[src/fetch_pkg.sv]
`default_nettype none

package fetch_pkg;

    localparam int ADDR_WIDTH = 16;  // byte fetch address
    localparam int WORD_BYTES = 4;
    localparam int LINE_WORDS = 4;
    localparam int ID_WIDTH   = 3;   // memory transaction id

    localparam int WORD_WIDTH     = WORD_BYTES * 8;
    localparam int LINE_WIDTH     = LINE_WORDS * WORD_WIDTH;
    localparam int BYTE_SEL_WIDTH = $clog2(WORD_BYTES);
    localparam int WORD_SEL_WIDTH = $clog2(LINE_WORDS);
    // byte offset inside one line
    localparam int OFFSET_WIDTH   = BYTE_SEL_WIDTH + WORD_SEL_WIDTH;

    typedef logic [ADDR_WIDTH-1:0] addr_t;
    typedef logic [WORD_WIDTH-1:0] word_t;
    typedef logic [LINE_WIDTH-1:0] line_t;  // word 0 in the low bits
    typedef logic [ID_WIDTH-1:0]   mem_id_t;

    typedef enum logic {
        IDLE,     // ready to look up
        REQUEST   // line fill outstanding
    } cache_state_t;

    // instruction image: word address low, its inverse high
    function automatic word_t mem_word(input addr_t word_addr);
        logic [WORD_WIDTH/2-1:0] low;
        low = word_addr;
        return {~low, low};
    endfunction

endpackage

`default_nettype wire

[src/cache_mem_if.sv]
`timescale 1ns/1ps
`default_nettype none

interface cache_mem_if;
    import fetch_pkg::*;

    logic    req;       // line request, held until the response is taken
    addr_t   addr;      // line address, word bits zero
    logic    ack;       // response taken
    mem_id_t next_id;   // id owned on grant
    logic    in_use;    // memory side busy
    logic    rsp;       // broadcast response
    mem_id_t rsp_id;
    line_t   rsp_line;

    modport cache (
        output req, addr, ack,
        input  next_id, in_use, rsp, rsp_id, rsp_line
    );

    modport arbiter (
        input  req, addr, ack,
        output next_id, in_use, rsp, rsp_id, rsp_line
    );

endinterface

`default_nettype wire

[src/icache.sv]
`timescale 1ns/1ps
`default_nettype none

module icache #(
    parameter int  N_SETS   = 4,
    parameter int  N_WAYS   = 2,
    localparam int WAY_BITS = (N_WAYS > 1) ? $clog2(N_WAYS) : 1
) (
    input  wire                   clk,
    input  wire                   rst,
    input  wire                   i_enable,
    input  wire fetch_pkg::addr_t i_addr,
    input  wire [WAY_BITS-1:0]    i_victim,
    output logic                  o_stall,
    output fetch_pkg::word_t      o_word,
    cache_mem_if.cache            mem,
    output logic                  o_miss
);
    import fetch_pkg::*;

    localparam int SET_BITS = $clog2(N_SETS);
    localparam int TAG_BITS = ADDR_WIDTH - SET_BITS - OFFSET_WIDTH;

    line_t               data_mem [N_SETS][N_WAYS];
    logic [TAG_BITS-1:0] tag_mem  [N_SETS][N_WAYS];
    logic [N_WAYS-1:0]   valid    [N_SETS];

    cache_state_t        state;
    mem_id_t             id_q;          // id owned by the outstanding fill
    logic [WAY_BITS-1:0] victim_q;
    addr_t               line_addr_q;
    logic                ack_q;

    logic [TAG_BITS-1:0]       addr_tag;
    logic [SET_BITS-1:0]       addr_set;
    logic [WORD_SEL_WIDTH-1:0] addr_word;
    addr_t                     req_addr;
    logic [TAG_BITS-1:0]       fill_tag;
    logic [SET_BITS-1:0]       fill_set;
    logic                      hit;
    logic [WAY_BITS-1:0]       hit_way;
    line_t                     hit_line;
    logic                      start;
    logic                      take;

    assign addr_tag  = i_addr[ADDR_WIDTH-1 -: TAG_BITS];
    assign addr_set  = i_addr[OFFSET_WIDTH +: SET_BITS];
    assign addr_word = i_addr[BYTE_SEL_WIDTH +: WORD_SEL_WIDTH];
    assign req_addr  = {i_addr[ADDR_WIDTH-1:OFFSET_WIDTH], {OFFSET_WIDTH{1'b0}}};
    assign fill_tag  = line_addr_q[ADDR_WIDTH-1 -: TAG_BITS];
    assign fill_set  = line_addr_q[OFFSET_WIDTH +: SET_BITS];

    // all ways of the set compared at once
    always_comb begin
        hit     = 1'b0;
        hit_way = '0;
        for (int w = 0; w < N_WAYS; w++) begin
            if (valid[addr_set][w] && (tag_mem[addr_set][w] == addr_tag)) begin
                hit     = 1'b1;
                hit_way = WAY_BITS'(w);
            end
        end
    end

    assign hit_line = data_mem[addr_set][hit_way];
    assign o_word   = hit_line[addr_word*WORD_WIDTH +: WORD_WIDTH];
    assign o_stall  = i_enable && !hit;
    assign o_miss   = o_stall;  // steps the victim LFSR

    // new request only when nobody else holds the memory
    assign start = (state == IDLE) && i_enable && !hit && !mem.in_use;
    assign take  = (state == REQUEST) && mem.rsp && (mem.rsp_id == id_q);

    assign mem.req  = start || (state == REQUEST);
    assign mem.addr = (state == IDLE) ? req_addr : line_addr_q;
    assign mem.ack  = ack_q;

    always_ff @(posedge clk or posedge rst) begin
        if (rst) begin
            state <= IDLE;
            ack_q <= 1'b0;
            for (int s = 0; s < N_SETS; s++) begin
                valid[s] <= '0;
            end
        end else begin
            case (state)
                IDLE: begin
                    if (start) begin
                        state <= REQUEST;
                    end
                end
                REQUEST: begin
                    if (take) begin
                        state                     <= IDLE;
                        valid[fill_set][victim_q] <= 1'b1;
                    end
                end
                default: state <= IDLE;
            endcase

            // ack held until the arbiter drops rsp
            if (take) begin
                ack_q <= 1'b1;
            end else if (!mem.rsp) begin
                ack_q <= 1'b0;
            end
        end
    end

    always_ff @(posedge clk) begin
        if (start) begin
            id_q        <= mem.next_id;
            victim_q    <= i_victim;
            line_addr_q <= req_addr;
        end
        if (take) begin
            data_mem[fill_set][victim_q] <= mem.rsp_line;
            tag_mem[fill_set][victim_q]  <= fill_tag;
        end
    end

endmodule

`default_nettype wire

[src/flat_wrapper.sv]
// flat-port wrapper written by rule: the top's interface ports become plain ports
module icache_flat import fetch_pkg::*;
#(
    parameter int  N_SETS   = 4,
    parameter int  N_WAYS   = 2,
    localparam int WAY_BITS = (N_WAYS > 1) ? $clog2(N_WAYS) : 1
)
  (clk, rst, i_enable, i_addr, i_victim, o_stall, o_word, o_miss, mem_req, mem_addr, mem_ack, mem_next_id, mem_in_use, mem_rsp, mem_rsp_id, mem_rsp_line);
  cache_mem_if mem_i ();
  input  wire clk;
  input  wire rst;
  input  wire i_enable;
  input  wire fetch_pkg::addr_t i_addr;
  input  wire [WAY_BITS-1:0] i_victim;
  output logic o_stall;
  output fetch_pkg::word_t o_word;
  output logic o_miss;
  output wire logic [$bits(mem_i.req)-1:0] mem_req;
  output wire logic [$bits(mem_i.addr)-1:0] mem_addr;
  output wire logic [$bits(mem_i.ack)-1:0] mem_ack;
  input wire logic [$bits(mem_i.next_id)-1:0] mem_next_id;
  input wire logic [$bits(mem_i.in_use)-1:0] mem_in_use;
  input wire logic [$bits(mem_i.rsp)-1:0] mem_rsp;
  input wire logic [$bits(mem_i.rsp_id)-1:0] mem_rsp_id;
  input wire logic [$bits(mem_i.rsp_line)-1:0] mem_rsp_line;
  assign mem_req = mem_i.req;
  assign mem_addr = mem_i.addr;
  assign mem_ack = mem_i.ack;
  assign mem_i.next_id = mem_next_id;
  assign mem_i.in_use = mem_in_use;
  assign mem_i.rsp = mem_rsp;
  assign mem_i.rsp_id = mem_rsp_id;
  assign mem_i.rsp_line = mem_rsp_line;
  icache #(.N_SETS(N_SETS), .N_WAYS(N_WAYS)) u_core (.clk(clk), .rst(rst), .i_enable(i_enable), .i_addr(i_addr), .i_victim(i_victim), .o_stall(o_stall), .o_word(o_word), .mem(mem_i), .o_miss(o_miss));
endmodule
[config.mk]
export PLATFORM = sky130hd
export DESIGN_NAME = icache_flat
export DESIGN_NICKNAME = d
export VERILOG_FILES = /design/src/fetch_pkg.sv /design/src/cache_mem_if.sv /design/src/icache.sv /design/src/flat_wrapper.sv
export SDC_FILE = /design/constraint.sdc
export NUM_CORES = 1
export LEC_CHECK = 0
export BUFFER_PORTS_ARGS = -buffer_cell sky130_fd_sc_hd__buf_2
export CORE_UTILIZATION = 60
export CTS_CLUSTER_SIZE = 20
export DETAILED_ROUTE_END_ITERATION = 8
export HOLD_SLACK_MARGIN = 0.05
export PLACE_DENSITY_LB_ADDON = 0.25
export SLEW_MARGIN = 10
export SYNTH_ARGS = -nofsm -noshare
export SYNTH_HDL_FRONTEND = slang
export SYNTH_SLANG_ARGS = --single-unit
export TNS_END_PERCENT = 30
[constraint.sdc]
create_clock -name clk -period 13.7 [get_ports clk]
set_input_delay 1.37 -clock clk [delete_from_list [all_inputs] [get_ports clk]]
set_output_delay 1.37 -clock clk [all_outputs]
set_load 0.005 [all_outputs]
==> out/results.tsv <==
stage	metric	value	unit
power_and_ir_drop	total power density per cell area	144	nW/µm²
setup_path	CP startpoint kind	input pin	
synthesis	mean area per synthesized cell	22.7	µm²
sta	clock period minus worst slack	6.79	ns
cells_and_area	area grow syn2layout	12.5	%
setup_path	Critical Path AT	5.42	ns
die	cell row count	98	
synthesis	post-synthesis cell area	43400	µm²
sta	worst relative slew slack	26.6	%
setup_path	Critical Setup Path Class	in -> out	
power_and_ir_drop	clock power share	41.1	%
cells_and_area	sequential cell area	33900	µm²
cts	hold buffer count at cts	0	
outcome	result of the run	completed	
routing	final routed DRC violation total	0	
routing	remaining number of nets flagged by the antenna check after routing	0	
grt	global-route total usage across every layer	23.8	%
place	routability congestion estimate from global placement	0.726	
place	IO Port Bufs	201	
synthesis	sequential-to-total area share from yosys stat	78.1	%
routing	via density per instance	6.23	
cts	Clock Sink Count	1130	
power_and_ir_drop	static power due to leakage	15.6	nW
cts	root buffer cell	sky130_fd_sc_hd__clkbuf_16	
worst_hold_path	classification of the worst-slack hold path	reg -> reg	
die	standard cell core area	71500	µm²
grt	grt total ovfl	0	
setup_path	critical path data required time	12.33	ns
power_and_ir_drop	Int Power	5.62	mW
sta	fraction of the cycle the final worst path needs	49.6	%
cts	Post-CTS Setup Bufs	0	
die	initial standard-cell utilization of the core	60.7	%
sta	Tightest Pin Transition	1.10	ns
cts	TritonCTS clock tree	done	
grt	largest net degree at the start of global routing	140	
routing	router iterations before antenna repair	5	
cells_and_area	commonest non-fill, non-tap cell in the layout	sky130_fd_sc_hd__edfxtp_1	
sta	number of endpoints with negative hold slack in the final report	0	
power_and_ir_drop	combinational cell fraction of total power	4.4	%
grt	global-route wire length before repair	129000	µm
die	Die Area	73400	µm²
routing	average wire per cell in the routed design	26.9	µm
sta	final setup violation count	0	
routing	1st-iter DRT viols	2090	
cells_and_area	Net count, final	2298	
cts	clock slew seen by the registers of the worst setup and hold paths	0.06	ns
sta	Total Neg Setup Slack	0	ns
cells_and_area	most frequent cells in the layout	sky130_fd_sc_hd__edfxtp_1 (1120), sky130_fd_sc_hd__mux4_2 (270), sky130_fd_sc_hd__buf_2 (197)	
die	total I/O pin count	208	
die	Chip Height	271	µm
power_and_ir_drop	post-layout power	7.02	mW
sta	Max Clock Skew	0.0163	ns
setup_path	Worst Setup End Kind	output pin	
setup_path	worst-path maximum fanout	112	
routing	Total Wirelength	85700	µm
cts	number of buffers created by CTS	107	
grt	antenna violations before repair	28	
grt	number of global-route vias before repair	21200	
synthesis	count of unique library cells instantiated by Yosys	38	
cts	Max H-tree Level	3	
sta	max-slew violation total from the final report	0	
cts	insertion delay to the later sink of the worst-skew pair	0.65	ns
power_and_ir_drop	Switching Fraction	19.9	%
synthesis	Synth warnings	0	
die	width of the chip	271	µm
cells_and_area	number of inserted filler cells in the final layout	4380	
power_and_ir_drop	switching pwr	1.40	mW
flow_run	max-cap violation count	0	
power_and_ir_drop	worst-case vdd ir drop	0.0981	mV
cells_and_area	fraction of layout cells with a size suffix above 1	31.0	%
sta	setup repair after global routing missed its margin	no	
sta	fmax	0.147	GHz
cts	largest buffer count on any clock path	3	
routing	routed via count	19900	
synthesis	number of cells produced by synthesis	1914	
place	detailed placement HPWL	42600	µm
power_and_ir_drop	share of power burned in registers	54.5	%
synthesis	synthesis-stage register bit count	1130	
cts	CTS-repair resized insts	0	
cells_and_area	area used by multi-input combinational logic	8970	µm²
[cells in the mapped netlist]
master,number,share of area (%)
sky130_fd_sc_hd__o31ai_2,1,0.029
sky130_fd_sc_hd__nand2b_1,5,0.072
sky130_fd_sc_hd__o22ai_1,1,0.014
sky130_fd_sc_hd__o2111ai_1,3,0.061
sky130_fd_sc_hd__mux4_2,270,14
sky130_fd_sc_hd__o21bai_1,1,0.017
sky130_fd_sc_hd__and2_1,1,0.014
sky130_fd_sc_hd__nor2_1,8,0.069
sky130_fd_sc_hd__mux2_2,15,0.39
sky130_fd_sc_hd__or2_2,9,0.13
sky130_fd_sc_hd__nor3_4,1,0.037
sky130_fd_sc_hd__o22ai_2,1,0.029
sky130_fd_sc_hd__buf_6,4,0.10
sky130_fd_sc_hd__conb_1,1,0.0086
sky130_fd_sc_hd__clkbuf_2,1,0.012
sky130_fd_sc_hd__buf_8,4,0.14
sky130_fd_sc_hd__nand4_1,4,0.058
sky130_fd_sc_hd__xnor2_1,22,0.44
sky130_fd_sc_hd__buf_1,9,0.078
sky130_fd_sc_hd__o32ai_1,1,0.020
sky130_fd_sc_hd__o211ai_1,1,0.017
sky130_fd_sc_hd__or3_1,1,0.014
sky130_fd_sc_hd__o21ai_1,1,0.012
sky130_fd_sc_hd__a21boi_0,1,0.017
sky130_fd_sc_hd__nand2_1,8,0.069
sky130_fd_sc_hd__dfrtp_1,10,0.58
sky130_fd_sc_hd__nor3_2,2,0.046
sky130_fd_sc_hd__buf_4,26,0.45
sky130_fd_sc_hd__buf_2,26,0.30
sky130_fd_sc_hd__o21ai_0,194,2.2
sky130_fd_sc_hd__xor2_1,4,0.081
sky130_fd_sc_hd__a221o_1,1,0.023
sky130_fd_sc_hd__edfxtp_1,1120,77
sky130_fd_sc_hd__clkbuf_1,39,0.34
sky130_fd_sc_hd__mux2i_1,109,2.5
sky130_fd_sc_hd__inv_1,4,0.035
sky130_fd_sc_hd__nand3_1,2,0.023
sky130_fd_sc_hd__nor3_1,3,0.035
[cell families (layout without fill, tap and decap cells)]
kind of cell	after synthesis	in the layout	synth area share, %
AOI/OAI and AO/OA	206	206	2.48
xor gates and xnor gates	26	26	0.525
buffers and inverters	113	422	1.45
DFF	1130	1130	78.1
muxes	394	394	16.9
other	1	15	0.00864
and+or+nand+nor	44	44	0.568
[path summary, 6_finish.rpt]
check	start	end	slack (ns)	depth (start not counted)
worst max-delay path	i_addr[5]	o_word[0]	6.91	9
worst min-delay path	u_core.valid[1]	u_core.valid[1]	0.47	1
worst max register to register	u_core.state	u_core.data_mem[1][97]	10.05	5
worst min register to register	u_core.valid[1]	u_core.valid[1]	0.47	1
max in group asynchronous	rst	u_core.valid[2]	12.64	2
min in group asynchronous	rst	u_core.mem.ack	0.73	2
[worst max-delay path: stages]
cell	delay (ns)
sky130_fd_sc_hd__buf_8	0.65
sky130_fd_sc_hd__buf_4	0.81
sky130_fd_sc_hd__mux4_2	0.45
sky130_fd_sc_hd__xnor2_1	0.29
sky130_fd_sc_hd__nand3_1	0.19
sky130_fd_sc_hd__nor3_4	0.25
sky130_fd_sc_hd__buf_4	0.57
sky130_fd_sc_hd__mux2i_1	0.43
sky130_fd_sc_hd__buf_2	0.19
[area by class of cell]
class                           count  share of cell area (%)
Multi-Input combinational cell    674                    18.4
Sequential cell                  1130                    69.4
Timing Repair Buffer              225                    2.67
Inverter                            4                  0.0308
Clock inverter                     63                    1.25
Clock buffer                      130                    5.79
Antenna cell                       11                  0.0564
Tap cell                          950                    2.43
[registers in the layout, indices dropped and copies added, names as in the netlist]
signal              cells
u_core.tag_mem         80
u_core.valid            8
u_core.state            1
u_core.id_q             3
u_core.line_addr_q     12
u_core.victim_q         1
u_core.mem.ack          1
u_core.data_mem      1024
[metrics by stage]
step / hold slack [ns] / cell area [µm²] / setup WS [ns] / util (%) / cells
after floorplan: 0.433 / 43400 / 1.26 / - / 1917
after global placement: 0.445 / 45400 / 6.88 / 63.4 / 2983
after detailed placement: 0.451 / 45400 / 6.77 / 63.4 / 2983
after CTS: 0.466 / 48800 / 6.76 / 68.3 / 3176
after global routing: 0.480 / 48800 / 6.58 / 68.3 / 3181
final: 0.472 / 48800 / 6.91 / 68.3 / 3187
[power by group through the flow]
stage | clock network, mW | logic (mW) | registers (mW)
finish | 2.89 | 0.308 | 3.83
global route | 3.06 | 0.337 | 3.83
CTS | 2.93 | 0.314 | 3.83
detailed placement | 0 | 0.312 | 3.90
global placement | 0 | 0.302 | 3.90
floorplan | 0 | 0.196 | 3.90
[routing by layer]
metal  vias up  GRT usage (%)  part of all wire, %
met5         -              0                 0.16
met4        24           6.17                  1.7
met3       141           4.57                  6.2
met2       600           40.6                   52
met1     10600           31.9                   40
li1       8542              -                    -
Power figures use the tool's default switching activity.
