`src/replace_lfsr.sv`:
```
`timescale 1ns/1ps
`default_nettype none

module replace_lfsr #(
    parameter int         WIDTH     = 1,
    parameter logic [7:0] LFSR_SEED = 8'h5a   // must be nonzero
) (
    input  wire              clk,
    input  wire              rst,
    input  wire              i_step,
    output logic [WIDTH-1:0] o_way
);

    logic [7:0] lfsr;
    logic       feedback;

    // x^8 + x^6 + x^5 + x^4 + 1, maximal length
    assign feedback = lfsr[7] ^ lfsr[5] ^ lfsr[4] ^ lfsr[3];
    assign o_way    = lfsr[WIDTH-1:0];

    always_ff @(posedge clk or posedge rst) begin
        if (rst) begin
            lfsr <= LFSR_SEED;
        end else if (i_step) begin
            lfsr <= {lfsr[6:0], feedback};
        end
    end

endmodule

`default_nettype wire

```
`config.mk`:
```
export PLATFORM = sky130hd
export DESIGN_NAME = replace_lfsr
export DESIGN_NICKNAME = d
export VERILOG_FILES = /design/src/replace_lfsr.sv
export SDC_FILE = /design/constraint.sdc
export NUM_CORES = 1
export LEC_CHECK = 0
export ABC_AREA = 1
export BUFFER_PORTS_ARGS = -buffer_cell sky130_fd_sc_hd__buf_2
export CAP_MARGIN = 10
export CORE_AREA = 3 3 40 42
export CTS_CLUSTER_SIZE = 8
export DETAILED_ROUTE_END_ITERATION = 16
export DIE_AREA = 0 0 43 45
export HOLD_SLACK_MARGIN = 0.02
export SLEW_MARGIN = 20
export SYNTH_ARGS = -nofsm -noshare
export SYNTH_HDL_FRONTEND = slang
export SYNTH_SLANG_ARGS = --single-unit
```
`constraint.sdc`:
```
create_clock -name clk -period 2.7 [get_ports clk]
set_input_delay 0.81 -clock clk [delete_from_list [all_inputs] [get_ports clk]]
set_output_delay 0.81 -clock clk [all_outputs]
set_load 0.1 [all_outputs]
```
==> results.ini, run 1 <==
[outcome]
outcome=complete, no violations

[timing]
max_freq_mhz=536.1
slew_headroom_pct=68.07
hold_viol_final=0
worst_slack_ns=0.8347
hold_slack_ns=0.4596
skew_ns=0.001321
fin_setup_tns_ns=0
setup_viol=0
fin_crit_sh_pct=69.09
rsz0062_at_grt=no
final_max_slew_viol_count=0
finalCriticalPeriod_ns=1.865
tightestPinTransition_ns=0.4823

[power_and_ir_drop]
total_power_mw=0.4214
ir_drop_mv=0.5553
p_per_area_nw_per_um2=1024
p_sw_mw=0.1648
intPower_mw=0.2567
clkPwrFrac_pct=21.1
combPwrFrac_pct=32.5
swShare_pct=39.10
power_frac_seq_pct=46.4
p_leak_nw=0.2187

[global_route]
grt_pass1_wl_um=979
grt_max_degree=12
use_met3_pct=1.195
grtUsageMet1_pct=8.955
grt_pass1_vias=240
grt-ovfl-total=0
antenna_found_initial=0
grt.busiest_layer=met2
grt_usage_pct=6.818
grtUsageMet2_pct=9.880

[routing]
wl_per_cell_um=8.091
num_vias=261
post-route-drc-count=0
routed_wl_um=534
postRouteAntennaNets=0
drt_iter0_markers=4
avgViaCountPerCell=3.955
drt-pass1-iter-count=2

[flow_run]
maxCapViolations=0

[logic_synthesis]
synth_top_area_share_pct=28.47
seq_area_frac_synth_pct=55.59
synth-seq-cells=8
syn_inst=46
yosys.area.top_type=dfstp_2
netlist_top_cells_area=dfstp_2, dfrtp_1, nand2_1, inv_1, o21ai_0
syn-num-nets=49
synth_warnings=0
syn_area_per_cell_um2=8.024
syn_area_um2=369.1
yosysUniqueCellTypes=9

[critical_path]
cpMaxStageDelayCell=buf_2
critPathKind=reg2out
crit_required_ns=1.89
path_cells=buf_2
worst-path-buf-inv=1
cp.arrival_ns=1.06
cpLargestDelayFamily=buffers and inverters
cp-start-kind=flop
worstSetupEndpointType=output port
worst-r2r-cell-count=5
crit_cells=1
critPathMaxStageDelay_ns=0.44
cp_max_fo=3

[placement]
placed_area_um2=389.1
gp_congestion=0.7450
io_buffers=3
pre_cts_ws_ns=1.108

[worst_hold_path]
hold_depth=2
hp-class=reg2reg

[cells_and_area]
final_nets=56
n_antenna_cell=0
fin_area_um2=411.6
layout-drive-gt1-share_pct=19.61
reg_top3=lfsr x8
syn2layout_area_growth_pct=11.53
largest_reg_flops=8
regMostFlops=lfsr

[clocking]
post_cts.repair.setup_buffers=0
cts.repair.resized=0
clkLatencyLatePin_ns=0.25
root_buffer=clkbuf_4
cts.path.max_buffers=2
htree_levels=1
cts_hold_buffers=0
cts_sinks=8
clk_pin_slew_ns=0.05
cts_inserted_buffers=3
tritoncts=done

[floorplanning]
start_util_pct=28.72
die_area_um2=1935
rows=13
coreArea_um2=1285
die_height_um=45
io_pins=4
die_w_um=43

-- cells by family after synthesis --
kind of cell    count (synthesis)  synth area share [%]
buf+inv                         8                 10.85
compound gates                  4                 5.424
simple gates                   25                 25.76
flops                           8                 55.59
xor+xnor                        1                 2.373
-- through the flow --
stage | util (%) | cells
after floorplan | - | 46
after global placement | 30.28 | 63
after detailed placement | 30.28 | 63
after CTS | 32.04 | 66
after global routing | 32.04 | 66
final | 32.04 | 66
-- power groups by stage --
stage	Clock, mW	Combinational [mW]	Sequential [mW]
5_1_grt	0.0960	0.154	0.202
4_1_cts	0.0922	0.138	0.196
3_5_place_dp	0	0.139	0.197
6_report	0.0889	0.137	0.196
2_1_floorplan	0	0.0657	0.245
3_3_place_gp	0	0.136	0.196
-- final timing paths --
check	from	end	slack (ns)
worst max-delay path	lfsr[0]$_DFFE_PP0P_	o_way	0.83
max in group asynchronous	rst	lfsr[1]$_DFFE_PP1P_	1.93
worst min register to register	lfsr[1]$_DFFE_PP1P_	lfsr[1]$_DFFE_PP1P_	0.46
worst max register to register	lfsr[3]$_DFFE_PP1P_	lfsr[0]$_DFFE_PP0P_	1.70
min in group asynchronous	rst	lfsr[5]$_DFFE_PP0P_	0.49
worst min-delay path	lfsr[1]$_DFFE_PP1P_	lfsr[1]$_DFFE_PP1P_	0.46
-- routing by layer --
metal	part of all wire [%]	vias to the layer above	wire, um
li1	-	146	-
met1	52	112	276
met2	46	3	243
met3	2.8	0	15
met4	0	0	0
met5	0	-	0
-- synthesized netlist by cell type --
cell	instances
nand3_1	1
nor2_1	2
clkbuf_8	1
dfrtp_1	4
xnor2_1	1
nand2_1	22
inv_1	7
o21ai_0	4
dfstp_2	4
-- layout make-up --
| type | instances | area (um^2) |
|---|---|---|
| Fill cell | 132 | 873.3 |
| Tap cell | 15 | 18.77 |
| Timing Repair Buffer | 3 | 15.01 |
| Clock buffer | 3 | 22.52 |
| Inverter | 7 | 26.28 |
| Sequential cell | 8 | 205.2 |
| Multi-Input combinational cell | 30 | 123.9 |
-- cells in the final DEF, fill, tap and decap left out, drive strengths merged --
| cell type | count |
|---|---|
| inv | 7 |
| nand3 | 1 |
| dfstp | 4 |
| xnor2 | 1 |
| dfrtp | 4 |
| nand2 | 22 |
| o21ai | 4 |
| nor2 | 2 |
| buf | 3 |
| clkbuf | 3 |
No activity file was read; power rests on OpenSTA's default activity.
==> run 2: changes to the inputs <==
- ABC_AREA: 1 -> 0
- clock period: 2.7 -> 1.9 ns (I/O delays scaled with it)
==> results.ini, run 2 <==
[outcome]
outcome=complete, no violations  ; unchanged

[global_route]
grt_pass1_vias=200  ; was 240
grt_max_degree=10  ; was 12
antenna_found_initial=0  ; unchanged
grt_usage_pct=5.640  ; was 6.818%
grt_pass1_wl_um=800  ; was 979 um
grt-ovfl-total=0  ; unchanged

[critical_path]
cp-start-kind=flop  ; unchanged
cpMaxStageDelayCell=buf_2  ; unchanged
crit_required_ns=1.33  ; was 1.89 ns
critPathKind=reg2out  ; unchanged
cp_max_fo=3  ; unchanged
worst-path-buf-inv=1  ; unchanged
critPathMaxStageDelay_ns=0.43  ; was 0.44 ns
path_cells=buf_2  ; unchanged
cpLargestDelayFamily=buffers and inverters  ; unchanged
cp.arrival_ns=1.02  ; was 1.06 ns
worstSetupEndpointType=output port  ; unchanged

[timing]
finalCriticalPeriod_ns=1.593
final_max_slew_viol_count=0  ; unchanged
slew_headroom_pct=67.87  ; was 68.07%
rsz0062_at_grt=no  ; unchanged
tightestPinTransition_ns=0.4853  ; was 0.4823 ns
skew_ns=0.001741  ; was 0.001321 ns
max_freq_mhz=627.7
setup_viol=0  ; unchanged
fin_crit_sh_pct=83.85
fin_setup_tns_ns=0  ; unchanged
hold_slack_ns=0.2564  ; was 0.4596 ns
hold_viol_final=0  ; unchanged
worst_slack_ns=0.3068  ; was 0.8347 ns

[logic_synthesis]
synth_ff_type=dfstp_2  ; unchanged
synth-seq-cells=8  ; unchanged
synth_edf_count=0  ; unchanged
synth_most_common_cell=mux2_2  ; was nand2_1
netlist_top_cells_area=dfstp_2, dfrtp_1, mux2_2, xnor2_1, a21oi_1  ; was dfstp_2, dfrtp_1, nand2_1, inv_1, o21ai_0
async_reset_ff_share_pct=100.0  ; unchanged
yosys.area.top_type=dfstp_2  ; unchanged
ys_top_cells_by_count=mux2_2, dfrtp_1, dfstp_2, xnor2_1  ; was nand2_1, inv_1, dfrtp_1, dfstp_2, o21ai_0
syn_area_per_cell_um2=14.90  ; was 8.024 um^2
syn_area_um2=327.8  ; was 369.1 um^2
synth_warnings=0  ; unchanged
syn_inst=22  ; was 46
syn-num-nets=25  ; was 49
seq_area_frac_synth_pct=62.60  ; was 55.59%
yosysUniqueCellTypes=8  ; was 9
synth_top_area_share_pct=32.06  ; was 28.47%

[clocking]
cts_inserted_buffers=3  ; unchanged
clkLatencyLatePin_ns=0.24  ; was 0.25 ns
cts_hold_buffers=0  ; unchanged
clk_pin_slew_ns=0.05  ; about the same
htree_levels=1  ; unchanged
post_cts.repair.setup_buffers=0  ; unchanged
cts_sinks=8  ; unchanged
root_buffer=clkbuf_4  ; unchanged
cts.path.max_buffers=2  ; unchanged
tritoncts=done  ; unchanged
cts.repair.resized=0  ; unchanged

[floorplanning]
rows=13  ; unchanged
die_area_um2=1935  ; unchanged
start_util_pct=25.51  ; was 28.72%
io_pins=4  ; unchanged
coreArea_um2=1285  ; unchanged
die_height_um=45  ; unchanged
die_w_um=43  ; unchanged

[flow_run]
maxCapViolations=0  ; unchanged

[power_and_ir_drop]
p_leak_nw=0.1535  ; was 0.2187 nW
ir_drop_mv=0.7195  ; was 0.5553 mV
p_per_area_nw_per_um2=1936  ; was 1024 nW/um^2

[placement]
pre_cts_ws_ns=0.5602  ; was 1.108 ns
io_buffers=3  ; unchanged
gp_congestion=0.6668  ; was 0.7450

[cells_and_area]
reg_top3=lfsr x8  ; unchanged
n_antenna_cell=0  ; unchanged
largest_reg_flops=8  ; unchanged
regMostFlops=lfsr  ; unchanged
final_common_cell=mux2_2  ; was nand2_1
syn2layout_area_growth_pct=15.65  ; was 11.53%
final_nets=32  ; was 56
mostFrequentLayoutCells=mux2_2, dfrtp_1, dfstp_2  ; was nand2_1, inv_1, o21ai_0, dfrtp_1, dfstp_2
layout-drive-gt1-share_pct=62.96  ; was 19.61%

[routing]
drt_iter0_markers=0  ; was 4
postRouteAntennaNets=0  ; unchanged
routed_wl_um=406  ; was 534 um
num_vias=170  ; was 261
wl_per_cell_um=9.667  ; was 8.091 um
post-route-drc-count=0  ; unchanged
drt-pass1-iter-count=1  ; was 2
avgViaCountPerCell=4.048  ; was 3.955

[worst_hold_path]
hp-class=in2async  ; was reg2reg

-- run 2: metal layers --
| layer | track usage (%) | wire length [um] |
|---|---|---|
| met1 | 5.473 | 147 |
| met2 | 9.880 | 249 |
| met3 | 1.195 | 9 |
| met4 | 5.422 | 0 |
| met5 | 0 | 0 |
-- run 2: cell type report --
class	count	area, um^2
Multi-Input combinational cell	12	113.9
Inverter	1	3.754
Fill cell	137	905.9
Sequential cell	8	205.2
Timing Repair Buffer	3	15.01
Clock buffer	3	22.52
Tap cell	15	18.77
-- run 2: cells by family after synthesis --
logic type,share of synthesized area (%)
simple gates,1.144
buf+inv,2.669
compound gates,1.525
mux,24.05
xor+xnor,8.017
flops,62.60
-- run 2: power breakdown --
part	leakage (nW)	switching, mW	internal (mW)	total (mW)
Combinational	0.0524	0.144	0.128	0.272
Clock	0.0138	0.0475	0.0716	0.119
Sequential	0.0873	0.0533	0.289	0.343
Total	0.154	0.245	0.489	0.734
-- run 2: metrics by stage --
stage	cell area, um^2	power, mW	util, %	std cells
floorplan	327.8	0.5786	-	22
global placement	356.6	0.6167	27.75	39
detailed placement	356.6	0.6280	27.75	39
CTS	379.1	0.7547	29.50	42
global route	379.1	0.7959	29.50	42
finish	379.1	0.7338	29.50	42
-- run 2: final timing paths --
kind,end,start,slack (ns),cells after the start
hold reg to reg,lfsr[2]$_DFFE_PP0P_,lfsr[2]$_DFFE_PP0P_,0.50,1
min in group clk,lfsr[2]$_DFFE_PP0P_,lfsr[2]$_DFFE_PP0P_,0.50,1
setup / recovery,o_way,lfsr[0]$_DFFE_PP0P_,0.31,1
hold / removal,lfsr[2]$_DFFE_PP0P_,rst,0.26,2
max in group asynchronous,lfsr[6]$_DFFE_PP1P_,rst,1.37,2
setup reg to reg,lfsr[0]$_DFFE_PP0P_,lfsr[4]$_DFFE_PP1P_,0.90,3
==> run 3: changes to the inputs <==
- ABC_AREA: 0 -> 1
- clock period: 1.9 -> 1.45 ns (I/O delays scaled with it)
==> results.ini, run 3 (synthesized netlist as in run 1, its figures left out) <==
[outcome]
outcome=complete, no violations  ; unchanged

[cells_and_area]
final_nets=56  ; was 32
final_common_cell=nand2_1  ; was mux2_2
fillerInstances=130  ; was 137
mostFrequentLayoutCells=nand2_1, inv_1, o21ai_0, dfrtp_1, dfstp_2  ; was mux2_2, dfrtp_1, dfstp_2
layout-drive-gt1-share_pct=19.61  ; was 62.96%
largest_reg_flops=8  ; unchanged
reg_top3=lfsr x8  ; unchanged
n_antenna_cell=0  ; unchanged
syn2layout_area_growth_pct=15.59  ; was 15.65%
regMostFlops=lfsr  ; unchanged
fin_cells=66  ; was 42

[routing]
num_vias=284  ; was 170
postRouteAntennaNets=0  ; unchanged
wl_per_cell_um=8.333  ; was 9.667 um
drt-pass1-iter-count=4  ; was 1
drt_iter0_markers=14  ; was 0
routed_wl_um=550  ; was 406 um
avgViaCountPerCell=4.303  ; was 4.048
post-route-drc-count=0  ; unchanged

[critical_path]
crit_required_ns=1.02  ; was 1.33 ns
worst-path-buf-inv=1  ; unchanged
cp-start-kind=flop  ; unchanged
critPathKind=reg2out  ; unchanged
r2r_setup_slack_ns=0.44  ; was 0.90 ns
worstSetupEndpointType=output port  ; unchanged
critPathMaxStageDelay_ns=0.41  ; was 0.43 ns
cpMaxStageDelayCell=dfrtp_1  ; was buf_2
cp.arrival_ns=0.86  ; was 1.02 ns
path_cells=buf_12  ; was buf_2
cpLargestDelayFamily=flip-flops  ; was buffers and inverters
cp_max_fo=3  ; unchanged

[clocking]
clkLatencyLatePin_ns=0.25  ; was 0.24 ns
cts.path.max_buffers=2  ; unchanged
cts_inserted_buffers=3  ; unchanged
tritoncts=done  ; unchanged
cts_hold_buffers=0  ; unchanged
htree_levels=1  ; unchanged
post_cts.repair.setup_buffers=0  ; unchanged
cts.repair.resized=0  ; unchanged
root_buffer=clkbuf_4  ; unchanged
cts_sinks=8  ; unchanged
clk_pin_slew_ns=0.05  ; about the same

[timing]
skew_ns=0.0002616  ; was 0.001741 ns
finalCriticalPeriod_ns=1.292
slew_headroom_pct=80.23  ; was 67.87%
hold_viol_final=0  ; unchanged
fin_crit_sh_pct=89.09
setup_viol=0  ; unchanged
tightestPinTransition_ns=0.2963  ; was 0.4853 ns
final_max_slew_viol_count=0  ; unchanged
rsz0062_at_grt=no  ; unchanged
fin_setup_tns_ns=0  ; unchanged
max_freq_mhz=774.2

[placement]
dp_cells=63  ; was 39
dp_hpwl_um=411.9
io_buffers=3  ; unchanged
gp_congestion=0.6760  ; was 0.6668

[global_route]
grtUsageMet1_pct=8.685  ; was 5.473%
use_met3_pct=1.594  ; was 1.195%
grt_pass1_wl_um=1014  ; was 800 um
grt_pass1_vias=268  ; was 200
grt-ovfl-total=0  ; unchanged
grt.busiest_layer=met2  ; unchanged
antenna_found_initial=0  ; unchanged
grt_max_degree=12  ; was 10
grt_usage_pct=7.149  ; was 5.640%
grtUsageMet2_pct=10.18  ; was 9.880%

[worst_hold_path]
hp-class=in2async  ; unchanged

[floorplanning]
die_w_um=43  ; unchanged
die_height_um=45  ; unchanged
start_util_pct=28.72  ; was 25.51%
io_pins=4  ; unchanged
coreArea_um2=1285  ; unchanged
die_area_um2=1935  ; unchanged
rows=13  ; unchanged

[flow_run]
maxCapViolations=0  ; unchanged

[power_and_ir_drop]
p_leak_nw=0.2236  ; was 0.1535 nW
p_per_area_nw_per_um2=1960  ; was 1936 nW/um^2
ir_drop_mv=1.367  ; was 0.7195 mV

-- run 3: changes by cell type in the layout (fill, tap and decap cells not counted) --
cell,change
inv_1,+6
xnor2_1,-2
o21ai_0,+4
mux2_2,-7
nor2_1,+1
buf_2,-1
a21oi_1,-1
buf_12,+1
nand3_1,+1
nand2_1,+22
-- run 3: area by class of cell --
| class | count | area, um^2 | share of cell area, % |
|---|---|---|---|
| clock buffer | 3 | 22.52 | 5.279 |
| inverter | 7 | 26.28 | 6.158 |
| multi-input combinational | 30 | 123.9 | 29.03 |
| sequential | 8 | 205.2 | 48.09 |
| tap | 15 | 18.77 | 4.399 |
| timing repair buffer | 3 | 30.03 | 7.038 |
-- run 3: report_power, final --
group          internal (mW)  switching (mW)
Combinational          0.111           0.188
Sequential             0.314          0.0570
Clock                 0.0944          0.0709
-- run 3: worst paths after layout --
path / startpoint / to / cells after the start
setup / recovery: lfsr[0]$_DFFE_PP0P_ / o_way / 1
hold reg to reg: lfsr[1]$_DFFE_PP1P_ / lfsr[1]$_DFFE_PP1P_ / 2
min in group clk: lfsr[1]$_DFFE_PP1P_ / lfsr[1]$_DFFE_PP1P_ / 2
max in group asynchronous: rst / lfsr[4]$_DFFE_PP1P_ / 2
setup reg to reg: lfsr[3]$_DFFE_PP1P_ / lfsr[0]$_DFFE_PP0P_ / 5
hold / removal: rst / lfsr[2]$_DFFE_PP0P_ / 2
-- run 3: stage by stage --
step / setup slack (ns) / power (mW) / hold WS (ns) / area [um^2] / util (%)
2_1_floorplan: 0.1028 / 0.5789 / 0.2478 / 369.1 / -
3_3_place_gp: 0.4355 / 0.6697 / 0.3886 / 404.1 / 31.45
3_5_place_dp: 0.4303 / 0.6743 / 0.3911 / 404.1 / 31.45
4_1_cts: 0.1491 / 0.8480 / 0.1206 / 426.7 / 33.20
5_1_grt: 0.1290 / 0.9050 / 0.1274 / 426.7 / 33.20
6_report: 0.1583 / 0.8360 / 0.1158 / 426.7 / 33.20
-- run 3: routing by layer --
metal	wire length, um	vias to the layer above
met2	230	12
met1	269	124
met4	14	0
met5	0	-
met3	35	2
li1	-	146
