$ cat config.mk
export PLATFORM = sky130hd
export DESIGN_NAME = mem_arbiter_flat
export DESIGN_NICKNAME = d
export VERILOG_FILES = /design/src/fetch_pkg.sv /design/src/cache_mem_if.sv /design/src/mem_arbiter.sv /design/src/flat_wrapper.sv
export SDC_FILE = /design/constraint.sdc
export NUM_CORES = 1
export LEC_CHECK = 0
export BUFFER_PORTS_ARGS = -buffer_cell sky130_fd_sc_hd__buf_2
export CAP_MARGIN = 20
export CORE_AREA = 2 2 175 177
export DETAILED_ROUTE_END_ITERATION = 16
export DIE_AREA = 0 0 177 179
export SYNTH_ARGS = -nofsm -noshare
export SYNTH_HDL_FRONTEND = slang
export SYNTH_SLANG_ARGS = --single-unit
$ cat constraint.sdc
create_clock -name clk -period 5.9 [get_ports clk]
set_clock_uncertainty 0.15 [all_clocks]
set_input_delay 0 -clock clk [delete_from_list [all_inputs] [get_ports clk]]
set_output_delay 0 -clock clk [all_outputs]
set_load 0.02 [all_outputs]
$ cat src/fetch_pkg.sv
`default_nettype none

package fetch_pkg;

    localparam int ADDR_WIDTH = 16;  // byte fetch address
    localparam int WORD_BYTES = 4;
    localparam int LINE_WORDS = 4;
    localparam int ID_WIDTH   = 3;   // memory transaction id

    localparam int WORD_WIDTH     = WORD_BYTES * 8;
    localparam int LINE_WIDTH     = LINE_WORDS * WORD_WIDTH;
    localparam int BYTE_SEL_WIDTH = $clog2(WORD_BYTES);
    localparam int WORD_SEL_WIDTH = $clog2(LINE_WORDS);
    // byte offset inside one line
    localparam int OFFSET_WIDTH   = BYTE_SEL_WIDTH + WORD_SEL_WIDTH;

    typedef logic [ADDR_WIDTH-1:0] addr_t;
    typedef logic [WORD_WIDTH-1:0] word_t;
    typedef logic [LINE_WIDTH-1:0] line_t;  // word 0 in the low bits
    typedef logic [ID_WIDTH-1:0]   mem_id_t;

    typedef enum logic {
        IDLE,     // ready to look up
        REQUEST   // line fill outstanding
    } cache_state_t;

    // instruction image: word address low, its inverse high
    function automatic word_t mem_word(input addr_t word_addr);
        logic [WORD_WIDTH/2-1:0] low;
        low = word_addr;
        return {~low, low};
    endfunction

endpackage

`default_nettype wire

$ cat src/cache_mem_if.sv
`timescale 1ns/1ps
`default_nettype none

interface cache_mem_if;
    import fetch_pkg::*;

    logic    req;       // line request, held until the response is taken
    addr_t   addr;      // line address, word bits zero
    logic    ack;       // response taken
    mem_id_t next_id;   // id owned on grant
    logic    in_use;    // memory side busy
    logic    rsp;       // broadcast response
    mem_id_t rsp_id;
    line_t   rsp_line;

    modport cache (
        output req, addr, ack,
        input  next_id, in_use, rsp, rsp_id, rsp_line
    );

    modport arbiter (
        input  req, addr, ack,
        output next_id, in_use, rsp, rsp_id, rsp_line
    );

endinterface

`default_nettype wire

$ cat src/mem_arbiter.sv
`timescale 1ns/1ps
`default_nettype none

module mem_arbiter (
    input  wire                   clk,
    input  wire                   rst,
    cache_mem_if.arbiter          port0,
    cache_mem_if.arbiter          port1,
    output logic                  o_rd_req,
    output fetch_pkg::addr_t      o_rd_addr,
    output logic                  o_rd_ack,
    input  wire                   i_rd_valid,
    input  wire fetch_pkg::line_t i_rd_line
);
    import fetch_pkg::*;

    typedef enum logic [1:0] {
        ARB_IDLE,
        ARB_MEM,    // waiting on line memory
        ARB_RSP,    // response broadcast, waiting for cache ack
        ARB_CLOSE   // both handshakes returning to zero
    } arb_state_t;

    arb_state_t state;
    mem_id_t    id_cnt;
    mem_id_t    cur_id;
    logic       gnt1;       // port 1 owns the transaction
    logic       rsp_q;
    line_t      line_q;
    logic       busy;
    logic       cache_ack;

    assign busy      = (state != ARB_IDLE);
    assign cache_ack = gnt1 ? port1.ack : port0.ack;

    assign port0.next_id = id_cnt;
    assign port1.next_id = id_cnt;
    assign port0.in_use  = busy;
    assign port1.in_use  = busy || port0.req;  // port 0 wins a tie

    assign port0.rsp      = rsp_q;
    assign port1.rsp      = rsp_q;
    assign port0.rsp_id   = cur_id;
    assign port1.rsp_id   = cur_id;
    assign port0.rsp_line = line_q;
    assign port1.rsp_line = line_q;

    always_ff @(posedge clk or posedge rst) begin
        if (rst) begin
            state    <= ARB_IDLE;
            id_cnt   <= '0;
            cur_id   <= '0;
            gnt1     <= 1'b0;
            rsp_q    <= 1'b0;
            o_rd_req <= 1'b0;
            o_rd_ack <= 1'b0;
        end else begin
            case (state)
                ARB_IDLE: begin
                    if (port0.req || port1.req) begin
                        gnt1     <= !port0.req;
                        cur_id   <= id_cnt;
                        id_cnt   <= id_cnt + 1'b1;
                        o_rd_req <= 1'b1;
                        state    <= ARB_MEM;
                    end
                end
                ARB_MEM: begin
                    if (i_rd_valid) begin
                        rsp_q    <= 1'b1;
                        o_rd_req <= 1'b0;
                        o_rd_ack <= 1'b1;   // line captured below
                        state    <= ARB_RSP;
                    end
                end
                ARB_RSP: begin
                    if (cache_ack) begin
                        rsp_q <= 1'b0;
                        state <= ARB_CLOSE;
                    end
                end
                ARB_CLOSE: begin
                    if (!cache_ack && !i_rd_valid) begin
                        o_rd_ack <= 1'b0;
                        state    <= ARB_IDLE;
                    end
                end
                default: state <= ARB_IDLE;
            endcase
        end
    end

    always_ff @(posedge clk) begin
        if (state == ARB_IDLE) begin
            o_rd_addr <= port0.req ? port0.addr : port1.addr;
        end
        if ((state == ARB_MEM) && i_rd_valid) begin
            line_q <= i_rd_line;
        end
    end

endmodule

`default_nettype wire

$ cat src/flat_wrapper.sv
// flat-port wrapper written by rule: the top's interface ports become plain ports
module mem_arbiter_flat import fetch_pkg::*;
  (clk, rst, o_rd_req, o_rd_addr, o_rd_ack, i_rd_valid, i_rd_line, port0_req, port0_addr, port0_ack, port0_next_id, port0_in_use, port0_rsp, port0_rsp_id, port0_rsp_line, port1_req, port1_addr, port1_ack, port1_next_id, port1_in_use, port1_rsp, port1_rsp_id, port1_rsp_line);
  cache_mem_if port0_i ();
  cache_mem_if port1_i ();
  input  wire clk;
  input  wire rst;
  output logic o_rd_req;
  output fetch_pkg::addr_t o_rd_addr;
  output logic o_rd_ack;
  input  wire i_rd_valid;
  input  wire fetch_pkg::line_t i_rd_line;
  input wire logic [$bits(port0_i.req)-1:0] port0_req;
  input wire logic [$bits(port0_i.addr)-1:0] port0_addr;
  input wire logic [$bits(port0_i.ack)-1:0] port0_ack;
  output wire logic [$bits(port0_i.next_id)-1:0] port0_next_id;
  output wire logic [$bits(port0_i.in_use)-1:0] port0_in_use;
  output wire logic [$bits(port0_i.rsp)-1:0] port0_rsp;
  output wire logic [$bits(port0_i.rsp_id)-1:0] port0_rsp_id;
  output wire logic [$bits(port0_i.rsp_line)-1:0] port0_rsp_line;
  input wire logic [$bits(port1_i.req)-1:0] port1_req;
  input wire logic [$bits(port1_i.addr)-1:0] port1_addr;
  input wire logic [$bits(port1_i.ack)-1:0] port1_ack;
  output wire logic [$bits(port1_i.next_id)-1:0] port1_next_id;
  output wire logic [$bits(port1_i.in_use)-1:0] port1_in_use;
  output wire logic [$bits(port1_i.rsp)-1:0] port1_rsp;
  output wire logic [$bits(port1_i.rsp_id)-1:0] port1_rsp_id;
  output wire logic [$bits(port1_i.rsp_line)-1:0] port1_rsp_line;
  assign port0_i.req = port0_req;
  assign port0_i.addr = port0_addr;
  assign port0_i.ack = port0_ack;
  assign port0_next_id = port0_i.next_id;
  assign port0_in_use = port0_i.in_use;
  assign port0_rsp = port0_i.rsp;
  assign port0_rsp_id = port0_i.rsp_id;
  assign port0_rsp_line = port0_i.rsp_line;
  assign port1_i.req = port1_req;
  assign port1_i.addr = port1_addr;
  assign port1_i.ack = port1_ack;
  assign port1_next_id = port1_i.next_id;
  assign port1_in_use = port1_i.in_use;
  assign port1_rsp = port1_i.rsp;
  assign port1_rsp_id = port1_i.rsp_id;
  assign port1_rsp_line = port1_i.rsp_line;
  mem_arbiter u_core (.clk(clk), .rst(rst), .port0(port0_i), .port1(port1_i), .o_rd_req(o_rd_req), .o_rd_addr(o_rd_addr), .o_rd_ack(o_rd_ack), .i_rd_valid(i_rd_valid), .i_rd_line(i_rd_line));
endmodule
==> results of run 1 <==
-- placed cells by master (no fill, tap or decap), types with 2 or more instances in the layout --
cell and count:
ha_1 6, dfrtp_1 12, inv_1 6, clkinv_1 2, clkbuf_16 17, clkinv_4 2
o21ai_0 5, buf_4 2, bufinv_16 4, mux2_2 20, edfxtp_1 144, dlygate4sd3_1 169
buf_2 456, clkinvlp_4 2, clkinv_2 3, nor2_1 4, nand2_1 3
-- metal layers --
metal	wire, um	track usage	vias up
met5	13	0	-
met4	293	0.04270	2
met3	1559	0.04432	22
met2	9862	0.1923	234
met1	7442	0.1242	2175
li1	-	-	2140
-- logic make-up (layout without fill, tap and decap cells) --
logic type / count (synthesis) / after routing / synth area share
AOI/OAI and AO/OA: 11 / 11 / 0.01340
xor gates and xnor gates: 2 / 2 / 0.002843
muxes: 23 / 23 / 0.04244
DFF: 156 / 156 / 0.7505
and+or+nand+nor: 11 / 11 / 0.008935
adders and majority gates: 6 / 6 / 0.01218
buffers and inverters: 143 / 664 / 0.1697
-- flip-flops by register name, indices dropped and copies added (netlist names) --
register and cells:
u_core.gnt1 1, u_core.o_rd_ack 1, u_core.port0.rsp 1, u_core.o_rd_req 1, u_core.port0.rsp_line 128, u_core.o_rd_addr 16
u_core.port0.rsp_id 3, u_core.port0.next_id 3, u_core.state 2
-- worst min path at each step --
stage          depth (start not counted)                      end  slack (ps)
6_report                               3          u_core.o_rd_req          10
5_1_grt                                3          u_core.o_rd_req          50
4_1_cts                                3          u_core.o_rd_req          20
3_5_place_dp                           2  u_core.port0.next_id[2]         -90
3_3_place_gp                           2         u_core.port0.rsp         -70
2_1_floorplan                          1              u_core.gnt1        -290
-- timing repair --
action                     4_1_cts  5_1_grt
hold endpoints to repair       168        0
setup endpoints to repair        0        0
hold buffers                   169        0
-- worst max-delay path: stages, from the launching register on --
cell and delay, ps:
dfrtp_1 400, inv_1 130, ha_1 830, a221oi_2 180, nand3_2 90, dlygate4sd3_1 590, mux2_4 300
-- area by class of cell --
cell class,count,area (sq um),area share
sequential,156,4624,0.4521
tap,396,495.5,0.04843
inverter,6,22.52,0.002202
clock inverter,13,175.2,0.01712
multi-input combinational,53,494.2,0.04831
clock buffer,18,429.2,0.04195
timing repair buffer,627,3989,0.3899
-- per-stage QoR --
step / utilization / hold WS (ps) / instances
2_1_floorplan: - / -285.3 / 352
3_3_place_gp: 0.2642 / -73.81 / 1069
3_5_place_dp: 0.2642 / -88.81 / 1069
4_1_cts: 0.3407 / 17.77 / 1269
5_1_grt: 0.3407 / 46.76 / 1269
6_report: 0.3407 / 11.14 / 1269
-- where the power goes --
group	internal, uW	total, uW	switching (uW)
Combinational	448	1260	815
Clock	700	1130	428
Sequential	1500	1620	126
==> results.json, run 1 <==
{
  "root_buffer": "clkbuf_16",
  "r2r_start": "u_core.state[0]",
  "ios": 457,
  "dieArea_sq_um": 31680,
  "drtAntennaViolNets": 0,
  "antenna_found_initial": 1,
  "synth_edf_count": 144,
  "grt-ovfl-total": 0,
  "h-tree-depth": 4,
  "worst_slack_ps": 3112,
  "r2r_cells": 6,
  "hold_class": "in2async",
  "rrSetupSlack_ps": 3110,
  "grt_usage": 0.1118,
  "finalHoldViolCount": 0,
  "cellPowerDensity_nw_per_um2": 392.2,
  "fin_crit_ps": 2788,
  "status": "finished, final reports clean",
  "postLayoutCellArea_sq_um": 10230,
  "p_leak_uw": 0.004489,
  "start_kind": "flip-flop",
  "first_global_vias": 4537,
  "cap_violations": 0,
  "rsz0062_at_grt": "false",
  "dpl_cell_area_sq_um": 7934,
  "syn_nets": 525,
  "clk_pin_slew_worst_paths_ps": 70,
  "n_fill_cell": 2962,
  "ys_top_cells_by_area": "edfxtp_1 (70%), buf_4 (16%), dfrtp_1 (4.9%)",
  "drt_pre_antenna_iters": 4,
  "synthArstFlopShare": 0.07692,
  "cts_tree": "done",
  "start_util": 0.2052,
  "wl_per_cell_um": 15.11,
  "tns_ps": 0,
  "syn_area_per_cell_sq_um": 17.51,
  "relSlewSlack": 0.3425,
  "yosysUniqueCellTypes": 25,
  "numCtsBuffers": 17,
  "io_buffers": 456,
  "cts_resized": 0,
  "fmax_mhz": 358.6,
  "synthCells": 352,
  "critPathKind": "reg2reg",
  "gp_congestion": 0.7475,
  "route.detailed.drc": 0,
  "irDropWorstVdd_mv": 0.3069,
  "period_share": 0.4726,
  "num-nets-final": 1034,
  "synth_area_sq_um": 6162,
  "rows": 64,
  "coreArea_sq_um": 30030,
  "area_delta_synth_final_pct": 66.01,
  "endpoint": "u_core.state[1]",
  "drive_above_1_share": 0.5853,
  "yosysMostFrequentCell": "edfxtp_1",
  "synth_top_cell_by_area": "edfxtp_1",
  "cp.required_ps": 6070,
  "ys_ff_latch": 156,
  "routed_wl_um": 19170,
  "die_w_um": 177,
  "setup_viol": 0,
  "maxSlewViolCount": 0,
  "power_uw": 4012,
  "clockBufferDepth": 2,
  "clock_sinks": 156,
  "end_kind": "flip-flop",
  "initialDrtViolationCount": 138,
  "vias": 4573,
  "synth_top_cell_area_share": 0.7017,
  "cp.arrival_ps": 2960,
  "clk_latency_ps": 430,
  "grt_start_max_net_pins": 59,
  "yosys_warnings": 0,
  "die_h_um": 179,
  "synth_ff_type": "edfxtp_1",
  "worstMarginPinSlew_ps": 986.2,
  "crit_path_start": "u_core.state[0]",
  "cts_setup_buffers": 0,
  "diodes": 0,
  "ys_top_cells_by_count": "edfxtp_1 (144), buf_4 (135), mux2_2 (20)",
  "synth_seq_area_share": 0.7505,
  "reg2reg_to": "u_core.state[1]",
  "path_max_fanout": 21,
  "pre_cts_ws_ps": 3143,
  "vias_per_cell": 3.604,
  "grt_pass1_wl_um": 25550,
  "place_hpwl_um": 13780
}
No activity file was read; power rests on OpenSTA's default activity.
==> inputs of run 2 (changes only) <==
==> constraint.sdc (replaced) <==
create_clock -name clk -period 2.8 [get_ports clk]
set_clock_uncertainty 0.15 [all_clocks]
set_input_delay 0 -clock clk [delete_from_list [all_inputs] [get_ports clk]]
set_output_delay 0 -clock clk [all_outputs]
set_load 0.02 [all_outputs]
==> run 2 against run 1 <==
  * Critical path depth increased by 1
  * Maximum frequency increased by 29%
  * Final area increased by 0.61%
  * Worst hold slack got worse by 5.2 ps
  * Clock-buffer cell count decreased by 1
  * Clock power increased by 94%
  * Flip-flop and latch count unchanged
  * Utilization increased by 0.21 points
  * Combinational power increased by 120%
  * Power increased by 110%
  * Critical path type unchanged
  * Global-route usage about the same
  * Sequential power increased by 110%
==> results.json, run 2 (synthesis gave the netlist of run 1 again) <==
{
  "status": "finished, final reports clean",
  "grt_pass1_wl_um": 25190,
  "route.detailed.drc": 0,
  "clk_latency_ps": 430,
  "multiInputGateArea_sq_um": 494.2,
  "tns_ps": 0,
  "root_buffer": "clkbuf_16",
  "maxSlewViolCount": 0,
  "rrSetupSlack_ps": 640,
  "mostFrequentLayoutCells": "buf_2 (456), dlygate4sd3_1 (168), edfxtp_1 (144), mux2_2 (20), clkbuf_16 (17)",
  "power_uw": 8361,
  "numCtsBuffers": 17,
  "coreArea_sq_um": 30030,
  "p_leak_uw": 0.004541,
  "irDropWorstVdd_mv": 0.5252,
  "fmax_mhz": 462.1,
  "cts_resized": 0,
  "hold_class": "in2async",
  "cp.required_ps": 3010,
  "gp_congestion": 0.7449,
  "wl_per_cell_um": 14.93,
  "vias_per_cell": 3.603,
  "rows": 64,
  "grt_start_max_net_pins": 39,
  "n_fill_cell": 2933,
  "fin_crit_ps": 2164,
  "place_hpwl_um": 13800,
  "start_util": 0.2052,
  "drt_pre_antenna_iters": 4,
  "ios": 457,
  "cts_tree": "done",
  "num-nets-final": 1046,
  "io_buffers": 456,
  "area_delta_synth_final_pct": 67.03,
  "die_h_um": 179,
  "finalHoldViolCount": 0,
  "clockBufferDepth": 2,
  "period_share": 0.7729,
  "relSlewSlack": 0.6085,
  "cp.arrival_ps": 2380,
  "start_kind": "flip-flop",
  "drive_above_1_share": 0.5910,
  "h-tree-depth": 4,
  "drtAntennaViolNets": 0,
  "routed_wl_um": 19120,
  "vias": 4615,
  "end_kind": "flip-flop",
  "antenna_found_initial": 0,
  "rsz0062_at_grt": "false",
  "setup_viol": 0,
  "grt-ovfl-total": 0,
  "final_common_cell": "buf_2",
  "path_max_fanout": 4,
  "clk_pin_slew_worst_paths_ps": 60,
  "largest_reg_flops": 128,
  "die_w_um": 177,
  "seq_area_sq_um": 4624,
  "grt_usage": 0.1114,
  "clock_sinks": 156,
  "critPathKind": "reg2reg",
  "worstMarginPinSlew_ps": 587.2,
  "dieArea_sq_um": 31680,
  "diodes": 0,
  "cellPowerDensity_nw_per_um2": 812.3,
  "initialDrtViolationCount": 202,
  "first_global_vias": 4451,
  "cap_violations": 0
}
## run 2: through the flow
step	cells	instance area (sq um)	hold WS, ps	setup WS (ps)	utilization
after floorplan	352	6165	-285.3	602.2	-
after detailed placement	1080	8041	-89.36	722.8	0.2678
final	1281	10290	5.895	636.0	0.3428
after global routing	1281	10290	50.98	490.1	0.3428
after CTS	1280	10290	17.89	73.02	0.3426
after global placement	1080	8041	-78.86	738.4	0.2678
## run 2: metal layers
| metal | share of wire | GRT usage | up-vias | wire length (um) |
|---|---|---|---|---|
| met2 | 0.52 | 0.1936 | 243 | 10020 |
| met4 | 0.0053 | 0.03788 | 0 | 102 |
| met1 | 0.39 | 0.1247 | 2202 | 7543 |
| met5 | 0 | 0 | - | 0 |
| met3 | 0.076 | 0.04262 | 8 | 1452 |
| li1 | - | - | 2162 | - |
## run 2: repair_timing
action / 4_1_cts / 5_1_grt
setup buffers: 0 / 2
hold buffers: 169 / 0
endpoints found under the hold margin: 168 / 0
endpoints found under the setup margin: 0 / 1
## run 2: worst paths after layout
path,start,end,depth (start not counted)
max,u_core.state[1],u_core.state[0],7
min,rst,u_core.state[1],3
max reg2reg,u_core.state[1],u_core.state[0],7
min reg2reg,u_core.port0.rsp_id[1],u_core.port0.rsp_id[1],1
max in group asynchronous,rst,u_core.port0.rsp_id[1],3
min in group clk,i_rd_line[48],u_core.port0.rsp_line[48],2
## run 2: area by class of cell
| cell class | count | area share |
|---|---|---|
| Sequential cell | 156 | 0.4493 |
| Timing Repair Buffer | 639 | 0.3985 |
| Tap cell | 396 | 0.04814 |
| Multi-Input combinational cell | 53 | 0.04802 |
| Clock buffer | 17 | 0.04133 |
| Clock inverter | 14 | 0.01252 |
| Inverter | 6 | 0.002188 |
## run 2: critical path, stage by stage (launching register included)
cell and delay, ps:
dfrtp_1 380, inv_1 90, ha_1 220, nor2b_1 160, a221oi_2 230, nand3_2 130
a32oi_1 170, dlygate4sd3_1 570
## run 2: where the power goes
group	internal [uW]	total, uW	leakage (uW)	switching, uW
logic	1030	2760	0.00280	1730
registers	3140	3410	0.00147	263
clock network	1290	2190	0.000273	903
